`src/hw/carrierLoopPkg.sv`:
```
/* Widths, register map and the 16-point sine table of the carrier loop.
   The coarse table limits derotation accuracy to about 22.5 degrees of phase. */
package carrierLoopPkg;

    // Data widths
    localparam int SampleWidth    = 18;
    localparam int ErrorWidth     = 8;
    localparam int AccumWidth     = 40;
    localparam int FreqWidth      = 32;
    localparam int ExpWidth       = 5;
    localparam int SumWidth       = 16;
    localparam int CountWidth     = 7;
    localparam int SelectWidth    = 3;
    localparam int RegWidth       = 32;
    localparam int AddrWidth      = 4;
    localparam int SineIndexWidth = 4;

    typedef logic signed [SampleWidth-1:0] sample_t;
    typedef logic signed [ErrorWidth-1:0]  error_t;
    typedef logic signed [AccumWidth-1:0]  accum_t;
    typedef logic signed [FreqWidth-1:0]   freq_t;

    // Register map
    localparam logic [AddrWidth-1:0] AddrControl  = 4'd0;
    localparam logic [AddrWidth-1:0] AddrLeadExp  = 4'd1;
    localparam logic [AddrWidth-1:0] AddrLagExp   = 4'd2;
    localparam logic [AddrWidth-1:0] AddrLimit    = 4'd3;
    localparam logic [AddrWidth-1:0] AddrLagAccum = 4'd4;

    // 131071 * sin(k * 22.5 deg), cosine is index + 4
    localparam sample_t SineTable [2**SineIndexWidth] = '{
        18'sd0,       18'sd50159,   18'sd92681,   18'sd121094,
        18'sd131071,  18'sd121094,  18'sd92681,   18'sd50159,
        18'sd0,      -18'sd50159,  -18'sd92681,  -18'sd121094,
       -18'sd131071, -18'sd121094, -18'sd92681,  -18'sd50159
    };

endpackage

```
`src/hw/loopCtrlIf.sv`:
```
/* Loop filter controls. All fields are levels held by the register file
   and may change at any time between error strobes. */
`timescale 1ns/100ps

interface loopCtrlIf import carrierLoopPkg::*; ();

    // Gain exponents, shift left of the loop error
    logic [ExpWidth-1:0] leadExp;
    logic [ExpWidth-1:0] lagExp;

    // Positive clamp for lag accumulator bits 39:8
    logic [RegWidth-1:0] limit;

    // Holds the lag accumulator at zero while set
    logic                clearAccum;

    modport regs (
        output leadExp,
        output lagExp,
        output limit,
        output clearAccum
    );

    modport filter (
        input  leadExp,
        input  lagExp,
        input  limit,
        input  clearAccum
    );

endinterface

```
`src/hw/carrierLoop.sv`:
```
/* Carrier recovery loop top level. All strobes are single-cycle, with no
   back-pressure; carrierFreq is also exported for an external lock detector. */
`timescale 1ns/100ps

module carrierLoop import carrierLoopPkg::*; (
    input  logic                 clk,
    input  logic                 reset,
    input  sample_t              iIn,
    input  sample_t              qIn,
    input  logic                 sampleEn,
    input  error_t               phaseError,
    input  logic                 phaseErrorEn,
    input  logic                 wrEn,
    input  logic [AddrWidth-1:0] addr,
    input  logic [RegWidth-1:0]  din,
    output logic [RegWidth-1:0]  dout,
    output sample_t              iOut,
    output sample_t              qOut,
    output logic                 outEn,
    output freq_t                carrierFreq,
    output logic                 carrierFreqEn
);

    logic [SelectWidth-1:0] averageSelect;
    logic                   invertError;
    logic                   zeroError;
    logic [RegWidth-1:0]    lagAccumRead;
    error_t                 loopError;
    logic                   loopErrorEn;

    loopCtrlIf ctrl ();

    loopRegs regs (
        .clk(clk), .reset(reset),
        .wrEn(wrEn), .addr(addr), .din(din), .dout(dout),
        .lagAccumRead(lagAccumRead),
        .averageSelect(averageSelect),
        .invertError(invertError), .zeroError(zeroError),
        .ctrl(ctrl.regs)
    );

    errorAverager averager (
        .clk(clk), .reset(reset),
        .phaseError(phaseError), .phaseErrorEn(phaseErrorEn),
        .averageSelect(averageSelect),
        .invertError(invertError), .zeroError(zeroError),
        .loopError(loopError), .loopErrorEn(loopErrorEn)
    );

    loopFilter filter (
        .clk(clk), .reset(reset),
        .loopError(loopError), .loopErrorEn(loopErrorEn),
        .ctrl(ctrl.filter),
        .lagAccumRead(lagAccumRead),
        .carrierFreq(carrierFreq), .carrierFreqEn(carrierFreqEn)
    );

    ncoMixer mixer (
        .clk(clk), .reset(reset),
        .iIn(iIn), .qIn(qIn), .sampleEn(sampleEn),
        .carrierFreq(carrierFreq),
        .iOut(iOut), .qOut(qOut), .outEn(outEn)
    );

endmodule

```
`src/hw/errorAverager.sv`:
```
/* Averages 2**averageSelect phase errors per loop strobe. A change of
   averageSelect restarts the count and the sum; the rounded average saturates. */
`timescale 1ns/100ps

module errorAverager import carrierLoopPkg::*; (
    input  logic                   clk,
    input  logic                   reset,
    input  error_t                 phaseError,
    input  logic                   phaseErrorEn,
    input  logic [SelectWidth-1:0] averageSelect,
    input  logic                   invertError,
    input  logic                   zeroError,
    output error_t                 loopError,
    output logic                   loopErrorEn
);

    logic signed [SumWidth-1:0] errorSum;
    logic signed [SumWidth-1:0] shiftError;
    logic signed [SumWidth-1:0] baseSum;
    logic signed [SumWidth-1:0] nextSum;
    logic [CountWidth-1:0]      avgCounter;
    logic [CountWidth-1:0]      countLoad;
    logic [CountWidth-1:0]      countNow;
    logic [SelectWidth-1:0]     lastSelect;
    logic                       selectChanged;
    logic                       terminalCount;
    error_t                     upperSum;
    error_t                     roundedSum;

    // Sample placed in the top byte, then scaled by 1/N
    assign shiftError = $signed({phaseError, {(SumWidth-ErrorWidth){1'b0}}}) >>> averageSelect;
    assign countLoad  = CountWidth'((1 << averageSelect) - 1);

    // A fresh select acts as if the counter had just been reloaded
    assign selectChanged = (averageSelect != lastSelect);
    assign countNow      = selectChanged ? countLoad : avgCounter;
    assign baseSum       = selectChanged ? '0 : errorSum;
    assign terminalCount = (countNow == '0);
    assign nextSum       = invertError ? baseSum - shiftError : baseSum + shiftError;

    // Round half up, held at +127 instead of wrapping
    always_comb begin
        upperSum = nextSum[SumWidth-1 -: ErrorWidth];
        if (nextSum[SumWidth-ErrorWidth-1] && upperSum != {1'b0, {(ErrorWidth-1){1'b1}}}) begin
            roundedSum = upperSum + error_t'(1);
        end else begin
            roundedSum = upperSum;
        end
    end

    always_ff @(posedge clk) begin
        if (reset) begin
            avgCounter  <= '0;
            lastSelect  <= '0;
            errorSum    <= '0;
            loopError   <= '0;
            loopErrorEn <= 1'b0;
        end else begin
            lastSelect  <= averageSelect;
            loopErrorEn <= phaseErrorEn && terminalCount;
            if (phaseErrorEn && terminalCount) begin
                avgCounter <= countLoad;
                errorSum   <= '0;
                loopError  <= zeroError ? '0 : roundedSum;
            end else if (phaseErrorEn) begin
                avgCounter <= countNow - 1'b1;
                errorSum   <= zeroError ? '0 : nextSum;
            end else if (selectChanged) begin
                avgCounter <= countLoad;
                errorSum   <= '0;
            end
        end
    end

endmodule

```
`src/hw/loopFilter.sv`:
```
/* Lead/lag loop filter. The lag accumulator is clamped to +-limit on bits 39:8;
   the final lead plus lag sum wraps, so keep limit and gains within range. */
`timescale 1ns/100ps

module loopFilter import carrierLoopPkg::*; (
    input  logic                clk,
    input  logic                reset,
    input  error_t              loopError,
    input  logic                loopErrorEn,
    loopCtrlIf.filter           ctrl,
    output logic [RegWidth-1:0] lagAccumRead,
    output freq_t               carrierFreq,
    output logic                carrierFreqEn
);

    accum_t                         lagAccum;
    accum_t                         filterSum;
    accum_t                         errorExt;
    accum_t                         leadTerm;
    accum_t                         lagStep;
    accum_t                         lagNext;
    accum_t                         lagHeld;
    logic signed [AccumWidth:0]     lagSum;
    logic signed [FreqWidth:0]      lagUpper;
    logic signed [FreqWidth:0]      posLimit;
    logic signed [FreqWidth:0]      negLimit;

    // --------------------
    // Gains
    assign errorExt = accum_t'(loopError);
    assign leadTerm = errorExt <<< ctrl.leadExp;
    assign lagStep  = errorExt <<< ctrl.lagExp;

    // One guard bit so the clamp sees a true overflow
    assign lagSum   = (AccumWidth+1)'(lagAccum) + (AccumWidth+1)'(lagStep);
    assign lagUpper = lagSum[AccumWidth -: FreqWidth+1];
    assign posLimit = $signed({1'b0, ctrl.limit});
    assign negLimit = -posLimit;

    // --------------------
    // Lag clamp
    always_comb begin
        if (lagUpper > posLimit) begin
            lagNext = accum_t'({ctrl.limit, {(AccumWidth-FreqWidth){1'b0}}});
        end else if (lagUpper < negLimit) begin
            lagNext = accum_t'({negLimit[FreqWidth-1:0], {(AccumWidth-FreqWidth){1'b0}}});
        end else begin
            lagNext = lagSum[AccumWidth-1:0];
        end
    end

    assign lagHeld = ctrl.clearAccum ? '0 : lagNext;

    always_ff @(posedge clk) begin
        if (reset) begin
            lagAccum      <= '0;
            filterSum     <= '0;
            carrierFreqEn <= 1'b0;
        end else begin
            carrierFreqEn <= loopErrorEn;
            if (ctrl.clearAccum) begin
                lagAccum <= '0;
            end else if (loopErrorEn) begin
                lagAccum <= lagNext;
            end
            if (loopErrorEn) begin
                filterSum <= lagHeld + leadTerm;
            end
        end
    end

    assign lagAccumRead = lagAccum[AccumWidth-1 -: RegWidth];
    assign carrierFreq  = filterSum[AccumWidth-1 -: FreqWidth];

endmodule

```
`src/hw/loopRegs.sv`:
```
/* Loop control registers. Writes land on the edge with wrEn high; dout follows
   addr combinationally. Unmapped addresses read as zero and ignore writes. */
`timescale 1ns/100ps

module loopRegs import carrierLoopPkg::*; (
    input  logic                   clk,
    input  logic                   reset,
    input  logic                   wrEn,
    input  logic [AddrWidth-1:0]   addr,
    input  logic [RegWidth-1:0]    din,
    output logic [RegWidth-1:0]    dout,
    input  logic [RegWidth-1:0]    lagAccumRead,
    output logic [SelectWidth-1:0] averageSelect,
    output logic                   invertError,
    output logic                   zeroError,
    loopCtrlIf.regs                ctrl
);

    logic [ExpWidth-1:0] leadExp;
    logic [ExpWidth-1:0] lagExp;
    logic [RegWidth-1:0] limit;
    logic                clearAccum;

    // --------------------
    // Write decode
    always_ff @(posedge clk) begin
        if (reset) begin
            invertError   <= 1'b0;
            zeroError     <= 1'b0;
            clearAccum    <= 1'b0;
            averageSelect <= '0;
            leadExp       <= '0;
            lagExp        <= '0;
            limit         <= '0;
        end else if (wrEn) begin
            case (addr)
                AddrControl: begin
                    invertError   <= din[0];
                    zeroError     <= din[1];
                    clearAccum    <= din[2];
                    averageSelect <= din[6:4];
                end
                AddrLeadExp: leadExp <= din[ExpWidth-1:0];
                AddrLagExp:  lagExp  <= din[ExpWidth-1:0];
                AddrLimit:   limit   <= din;
                default: ;
            endcase
        end
    end

    assign ctrl.leadExp    = leadExp;
    assign ctrl.lagExp     = lagExp;
    assign ctrl.limit      = limit;
    assign ctrl.clearAccum = clearAccum;

    // --------------------
    // Readback, lag accumulator is live
    always_comb begin
        dout = '0;
        case (addr)
            AddrControl:  dout[6:0] = {averageSelect, 1'b0, clearAccum, zeroError, invertError};
            AddrLeadExp:  dout[ExpWidth-1:0] = leadExp;
            AddrLagExp:   dout[ExpWidth-1:0] = lagExp;
            AddrLimit:    dout = limit;
            AddrLagAccum: dout = lagAccumRead;
            default:      dout = '0;
        endcase
    end

endmodule

```
`src/hw/ncoMixer.sv`:
```
/* NCO and complex derotation, two cycles from sampleEn to outEn. The phase only
   advances on sampleEn, so carrierFreq is a per-sample phase step. */
`timescale 1ns/100ps

module ncoMixer import carrierLoopPkg::*; (
    input  logic    clk,
    input  logic    reset,
    input  sample_t iIn,
    input  sample_t qIn,
    input  logic    sampleEn,
    input  freq_t   carrierFreq,
    output sample_t iOut,
    output sample_t qOut,
    output logic    outEn
);

    logic [FreqWidth-1:0]           phase;
    logic [SineIndexWidth-1:0]      sinIndex;
    logic [SineIndexWidth-1:0]      cosIndex;
    sample_t                        cosReg;
    sample_t                        sinReg;
    sample_t                        iReg;
    sample_t                        qReg;
    logic                           stageEn;
    logic signed [2*SampleWidth:0]  iSum;
    logic signed [2*SampleWidth:0]  qSum;

    // Round at bit 16, drop 17 bits, clip to 18-bit range
    function automatic sample_t roundSat(input logic signed [2*SampleWidth:0] value);
        logic signed [2*SampleWidth:0] shifted;
        shifted = (value + (1 <<< (SampleWidth-2))) >>> (SampleWidth-1);
        if (shifted > (1 <<< (SampleWidth-1)) - 1) begin
            roundSat = {1'b0, {(SampleWidth-1){1'b1}}};
        end else if (shifted < -(1 <<< (SampleWidth-1))) begin
            roundSat = {1'b1, {(SampleWidth-1){1'b0}}};
        end else begin
            roundSat = shifted[SampleWidth-1:0];
        end
    endfunction

    // Lookup uses the phase before this sample's update
    assign sinIndex = phase[FreqWidth-1 -: SineIndexWidth];
    assign cosIndex = sinIndex + SineIndexWidth'(2**(SineIndexWidth-2));

    // (i + jq) * (cos - j sin)
    assign iSum = iReg * cosReg + qReg * sinReg;
    assign qSum = qReg * cosReg - iReg * sinReg;

    // --------------------
    // Phase and strobes
    always_ff @(posedge clk) begin
        if (reset) begin
            phase   <= '0;
            stageEn <= 1'b0;
            outEn   <= 1'b0;
        end else begin
            stageEn <= sampleEn;
            outEn   <= stageEn;
            if (sampleEn) begin
                phase <= phase + carrierFreq;
            end
        end
    end

    // Data pipeline
    always_ff @(posedge clk) begin
        if (sampleEn) begin
            cosReg <= SineTable[cosIndex];
            sinReg <= SineTable[sinIndex];
            iReg   <= iIn;
            qReg   <= qIn;
        end
        if (stageEn) begin
            iOut <= roundSat(iSum);
            qOut <= roundSat(qSum);
        end
    end

endmodule

```
`config.mk`:
```
export PLATFORM = sky130hd
export DESIGN_NAME = carrierLoop
export DESIGN_NICKNAME = d
export VERILOG_FILES = /design/src/hw/carrierLoopPkg.sv /design/src/hw/loopCtrlIf.sv /design/src/hw/carrierLoop.sv /design/src/hw/errorAverager.sv /design/src/hw/loopFilter.sv /design/src/hw/loopRegs.sv /design/src/hw/ncoMixer.sv
export SDC_FILE = /design/constraint.sdc
export NUM_CORES = 2
export LEC_CHECK = 0
export BUFFER_PORTS_ARGS = -buffer_cell sky130_fd_sc_hd__buf_2
export CAP_MARGIN = 20
export CORE_MARGIN = 2
export CORE_UTILIZATION = 50
export CTS_BUF_LIST = sky130_fd_sc_hd__clkbuf_2 sky130_fd_sc_hd__clkbuf_4 sky130_fd_sc_hd__clkbuf_8
export CTS_CLUSTER_SIZE = 28
export DETAILED_ROUTE_END_ITERATION = 7
export PLACE_DENSITY = 0.66
export SKIP_LAST_GASP = 1
export SLEW_MARGIN = 20
export SYNTH_ARGS = -nofsm -noshare
export SYNTH_HDL_FRONTEND = slang
export SYNTH_SLANG_ARGS = --single-unit
```
`constraint.sdc`:
```
create_clock -name clk -period 25.6 [get_ports clk]
set_input_delay 2.56 -clock clk [delete_from_list [all_inputs] [get_ports clk]]
set_output_delay 2.56 -clock clk [all_outputs]
set_load 0.01 [all_outputs]
```
# Word-level counts from Yosys, hierarchy flattened
# Memory sizes are Yosys's and may differ from the RTL's. A register that Yosys moved wholly into a read port is not among the register bits.
# Cells that the tools add are included.
# Widths: inputs -> output; s select.
dict set report totals {
  reg_bits 270
  romBits 576
  in_bits 85
  output_inout_bits 102
  wordCells 87
  mem_count 2
}
# name depth width rd rd_clocked_by_memory_dff write_ports line_no
set memory_table {}
lappend memory_table {{(no name shown)} 16 18 1 1 0 ncoMixer.sv:68} ;# cosReg <= SineTable[cosIndex];
lappend memory_table {{(no name shown)} 16 18 1 1 0 ncoMixer.sv:69} ;# sinReg <= SineTable[sinIndex];
dict set report classes {
  add_sub_neg 14
  mul 4
  order_cmp 6
  eq_ne 6
  shifts 4
  muxes 17
  n_bitwise 2
  reduce_logical 10
}
# cell n
set op_table {}
lappend op_table {{$mul 18x18->36} 4}
lappend op_table {{$mux 40} 3}
lappend op_table {{$sshl 8x5->40} 2}
lappend op_table {{$add 37x18->37 const B} 2}
lappend op_table {{$mux 16} 4}
lappend op_table {{$pmux 25 s2} 1}
lappend op_table {{$add 40x40->41} 1}
lappend op_table {{$add 40x40->40} 1}
lappend op_table {{$gt 20x18->1 const B} 2}
lappend op_table {{$lt 20x18->1 const B} 2}
lappend op_table {{$add 37x37->37} 1}
lappend op_table {{$sub 37x37->37} 1}
lappend op_table {{$mux 18} 2}
lappend op_table {{$gt 33x33->1} 1}
lappend op_table {{$lt 33x33->1} 1}
lappend op_table {{$neg 32->33} 1}
lappend op_table {{$add 32x32->32} 1}
lappend op_table {{$pmux 5 s5} 1}
lappend op_table {{$mux 7} 3}
lappend op_table {{$add 16x16->16} 1}
lappend op_table {{$mux 8} 2}
lappend op_table {{$sshr 16x3->16} 1}
lappend op_table {{$sub 16x16->16} 1}
lappend op_table {{$not 4->5} 2}
lappend op_table {{other kinds (16)} 22}

# Depth between registers and ports, before layout
dict set report depth {
  depth_word 8
  mapped_depth 49
  ltp_nobuf 44
}

# Hierarchy
# Synthesis repeated with hierarchy kept, for this count alone.
dict set report hier_totals {
  cells_unflattened 7640
  hier_area_um2 70157.3
}
# module n_inst cells_per_inst area_per_inst_um2
set by_module_without_submodules {}
lappend by_module_without_submodules {ncoMixer 1 5335 52809.4}
lappend by_module_without_submodules {loopFilter 1 1606 11434.7}
lappend by_module_without_submodules {errorAverager 1 436 3330.7}
lappend by_module_without_submodules {loopRegs 1 263 2582.5}

# Worst setup path after synthesis
# No wires, ideal clock.
dict set report synth_path {
  path_type {reg-to-reg}
  from {register mixer.cosReg[15]}
  to {register mixer.iOut[10] (data pin)}
  setup_ns 0.254
  arrival_ns 8.840
  required_ns 25.346
  path_slack_ns 16.507
  path_stages_with_launch 41
  cell_sequence {edfxtp_1 > clkbuf_1 > clkbuf_1 > nand2_1 > fa_1 > fa_1 > fa_1 > inv_1 > fa_1 > fa_1 > inv_1 > fa_1 > inv_1 > ha_1 > clkbuf_1 > nand2_1 > nand2b_1 > a21o_1 > [5 not listed] > o21ai_0 > o41ai_2 > o21ai_0 > a21oi_1 > xnor2_1 > ha_1 > ha_1 > nor2b_1 > o21ai_0 > nand2b_1 > a21oi_1 > nor2b_1 > a211o_1 > o32a_1 > o21ai_0 > a21oi_1 > buf_2 > a21o_1}
}
dict set report synth_via {
  elab_chain_len 5
  elab_cells_between_ends 6
}
# element line_no
set synth_rtl {}
lappend synth_rtl {{from (decl)} ncoMixer.sv:20} ;# sample_t cosReg;
lappend synth_rtl {{$mul 18x18->36 *} ncoMixer.sv:46} ;# assign iSum = iReg * cosReg + qReg * sinReg;
lappend synth_rtl {{$add 37x37->37 *} ncoMixer.sv:46}
lappend synth_rtl {{$add 37x18->37 *} ncoMixer.sv:31} ;# shifted = (value + (1 <<< (SampleWidth-2))) >>> (SampleWidth-1);
lappend synth_rtl {{$lt 20x18->1} ncoMixer.sv:34} ;# end else if (shifted < -(1 <<< (SampleWidth-1))) begin
lappend synth_rtl {{$mux 18} ncoMixer.sv:34}
lappend synth_rtl {{to (signal assigned)} ncoMixer.sv:74} ;# iOut <= roundSat(iSum);
lappend synth_rtl {{to (decl)} ncoMixer.sv:12} ;# output sample_t iOut,
# Every way passes the cells marked *; elsewhere a longest branch is shown, timed or not.
# A chain may end at the register's enable or synchronous reset.

# Worst setup path after layout
dict set report layout_path {
  from {register regs.lagExp[3], in the netlist regs.ctrl.lagExp[3]}
  to {register filter.filterSum[39]}
}
dict set report layout_via {
  elab_chain_len 7
  elab_cells_between_ends 8
}
# element line_no
set layout_rtl {}
lappend layout_rtl {{from (decl)} loopRegs.sv:20} ;# logic [ExpWidth-1:0] lagExp;
lappend layout_rtl {{from (signal assigned)} loopRegs.sv:44} ;# AddrLagExp: lagExp <= din[ExpWidth-1:0];
lappend layout_rtl {{$sshl 8x5->40 *} loopFilter.sv:32} ;# assign lagStep = errorExt <<< ctrl.lagExp;
lappend layout_rtl {{$add 40x40->41 *} loopFilter.sv:35} ;# assign lagSum = (AccumWidth+1)'(lagAccum) + (AccumWidth+1)'(lagStep);
lappend layout_rtl {{$lt 33x33->1} loopFilter.sv:45} ;# end else if (lagUpper < negLimit) begin
lappend layout_rtl {{$mux 40} loopFilter.sv:45}
lappend layout_rtl {{$mux 40 *} loopFilter.sv:43} ;# if (lagUpper > posLimit) begin
lappend layout_rtl {{$mux 40 *} loopFilter.sv:52} ;# assign lagHeld = ctrl.clearAccum ? '0 : lagNext;
lappend layout_rtl {{$add 40x40->40 *} loopFilter.sv:67} ;# filterSum <= lagHeld + leadTerm;
lappend layout_rtl {{to (signal assigned)} loopFilter.sv:67}
lappend layout_rtl {{to (decl)} loopFilter.sv:17} ;# accum_t filterSum;
# Marks and branches as above.

==> results.txt <==
Run status: complete, no violations
Mean Syn Cell Area: 8.77 um^2
Post-CTS Setup Repair Bufs: 0
Placed wire-length estimate after detailed placement: 163,000 um
# hold bufs at CTS: 0
Slowest stage cell, crit path: sky130_fd_sc_hd__dfxtp_1
First-pass GRT wire length: 318,000 um
Number of H-tree branching levels: 2
Via-to-Cell Ratio: 5.43
Via Count: 54,500
Master cell of the clock root buffer: sky130_fd_sc_hd__clkbuf_8
Final Critical Period: 10.71 ns
Final non-filler cell total: 10,000
Top-level port count: 187
Mux share of post-synthesis cell area: 0.0148
Starting density of the core: 0.502
Number of design rule violations left after detail routing: 0
Synth warn: 0
Share of the synthesized area in compound gates (AO/OA/AOI/OAI): 0.111
Area Growth Syn to Fin: 5.87%
Share of final-layout standard cells stronger than drive strength 1: 0.0579
Syn Std Cell Area: 0.0708 mm^2
Clock Sinks: 283
Full die area: 0.145 mm^2
XOR/XNOR Fraction of Synth Area: 0.0414
Maximum number of pins on one net before global-route repair: 63
Number of cells traversed by the worst hold path: 2
Number of setup violations in the final report: 0
Final wirelength: 198,000 um
Antenna violations before repair: 6
Final setup skew: 0.0469 ns
Worst Reg2Reg Path Length in Cells: 42
Post-synth ARST share: 0
Required time of the critical path: 26.27 ns
Number of flops mapped to enable cells by yosys: 94
Setup slack of the worst register-to-register path: 14.89 ns
Worst skew pair latency: 0.79 ns
Most frequently used flop master after synthesis: sky130_fd_sc_hd__dfxtp_1
Sequential cell area: 0.00661 mm^2
Category of the worst setup path capture point: flop
Post-placement cell count: 9,916
Total global routing overflow: 0
DIE HEIGHT: 380 um
Number of nets produced by synthesis: 10,200
Proportion of synthesized chip area in sequential cells: 0.0933
Largest stage delay on the critical path: 0.85 ns
DR WL/cell: 19.7 um
Setup repair after global routing missed its margin: false
Maximum number of buffers from clock root to sink: 3
Number of violations of the max-capacitance limit: 0
Most used cell, CP: sky130_fd_sc_hd__nor2_1
Slew at the pin with the worst max-slew slack: 1.17 ns
Reg2reg end: filter.filterSum[39]
Clock transition at path regs: 0.06 ns
Number of distinct standard cells referenced by the synthesized netlist: 116
Hold endpoint: regs.ctrl.clearAccum
Clock buffer count from CTS: 60
TritonCTS clock tree: yes
Hold path start: regs.ctrl.clearAccum
Post-Synthesis Cells: 8,071
Startpoint of the worst register-to-register path: regs.ctrl.lagExp[3]
Critical path class: flop to flop
Width of the die: 380 um
Tightest slew margin relative to the limit: 0.221
Number of endpoints with negative hold slack in the final report: 0
Nets: 10,200
Largest family of logic cells by synthesized area: adder cells
GRT Resource Usage Total: 0.279
Area share of fa/ha/maj cells after synthesis: 0.495
Core region area: 0.141 mm^2
Count of antenna-violating nets left after detailed routing: 0
Total of fill cells in the finished design: 13,200
Element type at the critical path start: flop
Post-cts sizing count: 0
Combined area of the multi-input logic cells: 0.0562 mm^2
Total count of max-transition violations in the final report: 0
Flip-flop and latch count after synthesis: 283
Setup TNS Final: 0 ns
Final worst-path cycle share: 0.418
Number of optimization iterations in the first detailed-route pass: 6
Critical Path Fanout Max: 62
Path category of the worst min-delay check: flop to flop
Worst endpoint data arrival time: 11.37 ns
F_max: 93.4 MHz
1st-iter DRT viols: 3,976
Synthesized-area fraction occupied by and/or/nand/nor cells: 0.131
Final GP Congestion: 0.970
Number of rows in the core area: 138
PortBufs: 186
Vias in the first global route: 57,300
[state kept, by name (all words and copies together) (netlist names), 5 cells and up]
name	count
regs.ctrl.limit	32
mixer.iReg	18
averager.avgCounter	7
averager.errorSum	15
mixer.cosReg	11
regs.ctrl.leadExp	5
mixer.qOut	18
filter.lagAccum	40
mixer.phase	32
mixer.qReg	18
averager.loopError	8
mixer.sinReg	11
mixer.iOut	18
filter.filterSum	32
regs.ctrl.lagExp	5
[cell usage after synthesis, types with 12 or more instances]
cell,number,area [um^2]
sky130_fd_sc_hd__edfxtp_1,94,2820
sky130_fd_sc_hd__mux2i_1,87,871
sky130_fd_sc_hd__a31oi_1,48,300
sky130_fd_sc_hd__o31ai_1,15,113
sky130_fd_sc_hd__fa_1,1310,26200
sky130_fd_sc_hd__a22oi_1,15,113
sky130_fd_sc_hd__a21o_1,149,1120
sky130_fd_sc_hd__dfxtp_1,189,3780
sky130_fd_sc_hd__or3_1,35,219
sky130_fd_sc_hd__o21bai_1,41,308
sky130_fd_sc_hd__nand4_1,33,206
sky130_fd_sc_hd__nor2b_1,41,257
sky130_fd_sc_hd__a22o_1,29,254
sky130_fd_sc_hd__nand2b_1,114,713
sky130_fd_sc_hd__a21boi_0,13,97.6
sky130_fd_sc_hd__nor3_1,88,440
sky130_fd_sc_hd__xor2_1,101,885
sky130_fd_sc_hd__o21ai_0,221,1110
sky130_fd_sc_hd__inv_1,1806,6780
sky130_fd_sc_hd__a211oi_1,57,428
sky130_fd_sc_hd__o22ai_1,13,81.3
sky130_fd_sc_hd__buf_1,12,45.0
sky130_fd_sc_hd__o21a_1,23,173
sky130_fd_sc_hd__xnor2_1,232,2030
sky130_fd_sc_hd__nor2_1,371,1390
sky130_fd_sc_hd__and3_1,49,307
sky130_fd_sc_hd__ha_1,705,8820
sky130_fd_sc_hd__nand2_1,900,3380
sky130_fd_sc_hd__a21oi_1,374,1870
sky130_fd_sc_hd__o21ai_1,19,95.1
sky130_fd_sc_hd__o211ai_1,30,225
sky130_fd_sc_hd__and2_1,209,1310
sky130_fd_sc_hd__mux2_2,13,146
sky130_fd_sc_hd__nand3_1,106,531
sky130_fd_sc_hd__clkbuf_1,295,1110
[worst max-delay path by stage]
stage	endpoint	slack (ns)	start	depth (start not counted)
3_5_place_dp	mixer.qOut[13]	14.86	mixer.sinReg[15]	35
4_1_cts	mixer.qOut[13]	14.81	mixer.sinReg[15]	35
2_1_floorplan	mixer.iOut[10]	16.51	mixer.cosReg[15]	40
3_3_place_gp	mixer.iOut[11]	15.00	mixer.iReg[10]	36
5_1_grt	filter.filterSum[39]	14.20	regs.ctrl.lagExp[3]	42
6_report	filter.filterSum[39]	14.89	regs.ctrl.lagExp[3]	42
[critical path: cells and delay by family (launching register included)]
| family | cells | cell delay [ns] |
|---|---|---|
| xor gates and xnor gates | 2 | 0.32 |
| adders and majority gates | 4 | 1.15 |
| AOI/OAI and AO/OA | 23 | 5.22 |
| buffers and inverters | 4 | 1.58 |
| and+or+nand+nor | 9 | 1.44 |
| DFF | 1 | 0.85 |
[cell usage in the layout, fill, tap and decap left out, drive strengths merged, types with 101 or more instances in the layout]
master  netlist  routed
and2        209     209
dfxtp       189     189
nand2b      114     114
xnor2       233     233
nand3       108     108
nand2       901     901
a21oi       377     377
buf          22     272
inv        1807    1808
fa         1310    1310
ha          705     705
o21ai       241     241
nor2        374     374
a21o        149     149
xor2        101     101
[through the flow]
step                      hold WS, ns  instance area, um^2   util  setup slack, ns
after global placement          0.460                73600  0.522            15.00
after global routing            0.497                74900  0.531            14.20
after CTS                       0.477                74900  0.531            14.81
after detailed placement        0.469                73600  0.522            14.86
final                           0.480                74900  0.531            14.89
after floorplan                 0.445                70800      -            16.51
[logic make-up (layout without fill, tap and decap cells)]
family,Yosys count,count (layout)
adders and majority gates,2015,2015
and+or+nand+nor,2008,2008
AOI/OAI and AO/OA,1201,1201
DFF,283,283
muxes,102,102
buffers and inverters,2128,2194
xor gates and xnor gates,334,334
other,0,4
[cell type report]
type,count,area share
clock inverter,26,0.00334
multi-input combinational,5660,0.750
sequential,283,0.0882
clock buffer,85,0.0145
antenna,4,0.000134
timing repair buffer,272,0.0211
tap,1890,0.0316
inverter,1811,0.0907
[layer usage]
layer,wire [um],part of all wire,GRT usage
met5,0,0,0
met4,9620,0.049,0.116
met3,14100,0.071,0.0479
met2,93600,0.47,0.465
met1,80500,0.41,0.361
Power is not shown: default switching activity piles up to over one toggle a cycle in this logic, so the estimate is an artifact.
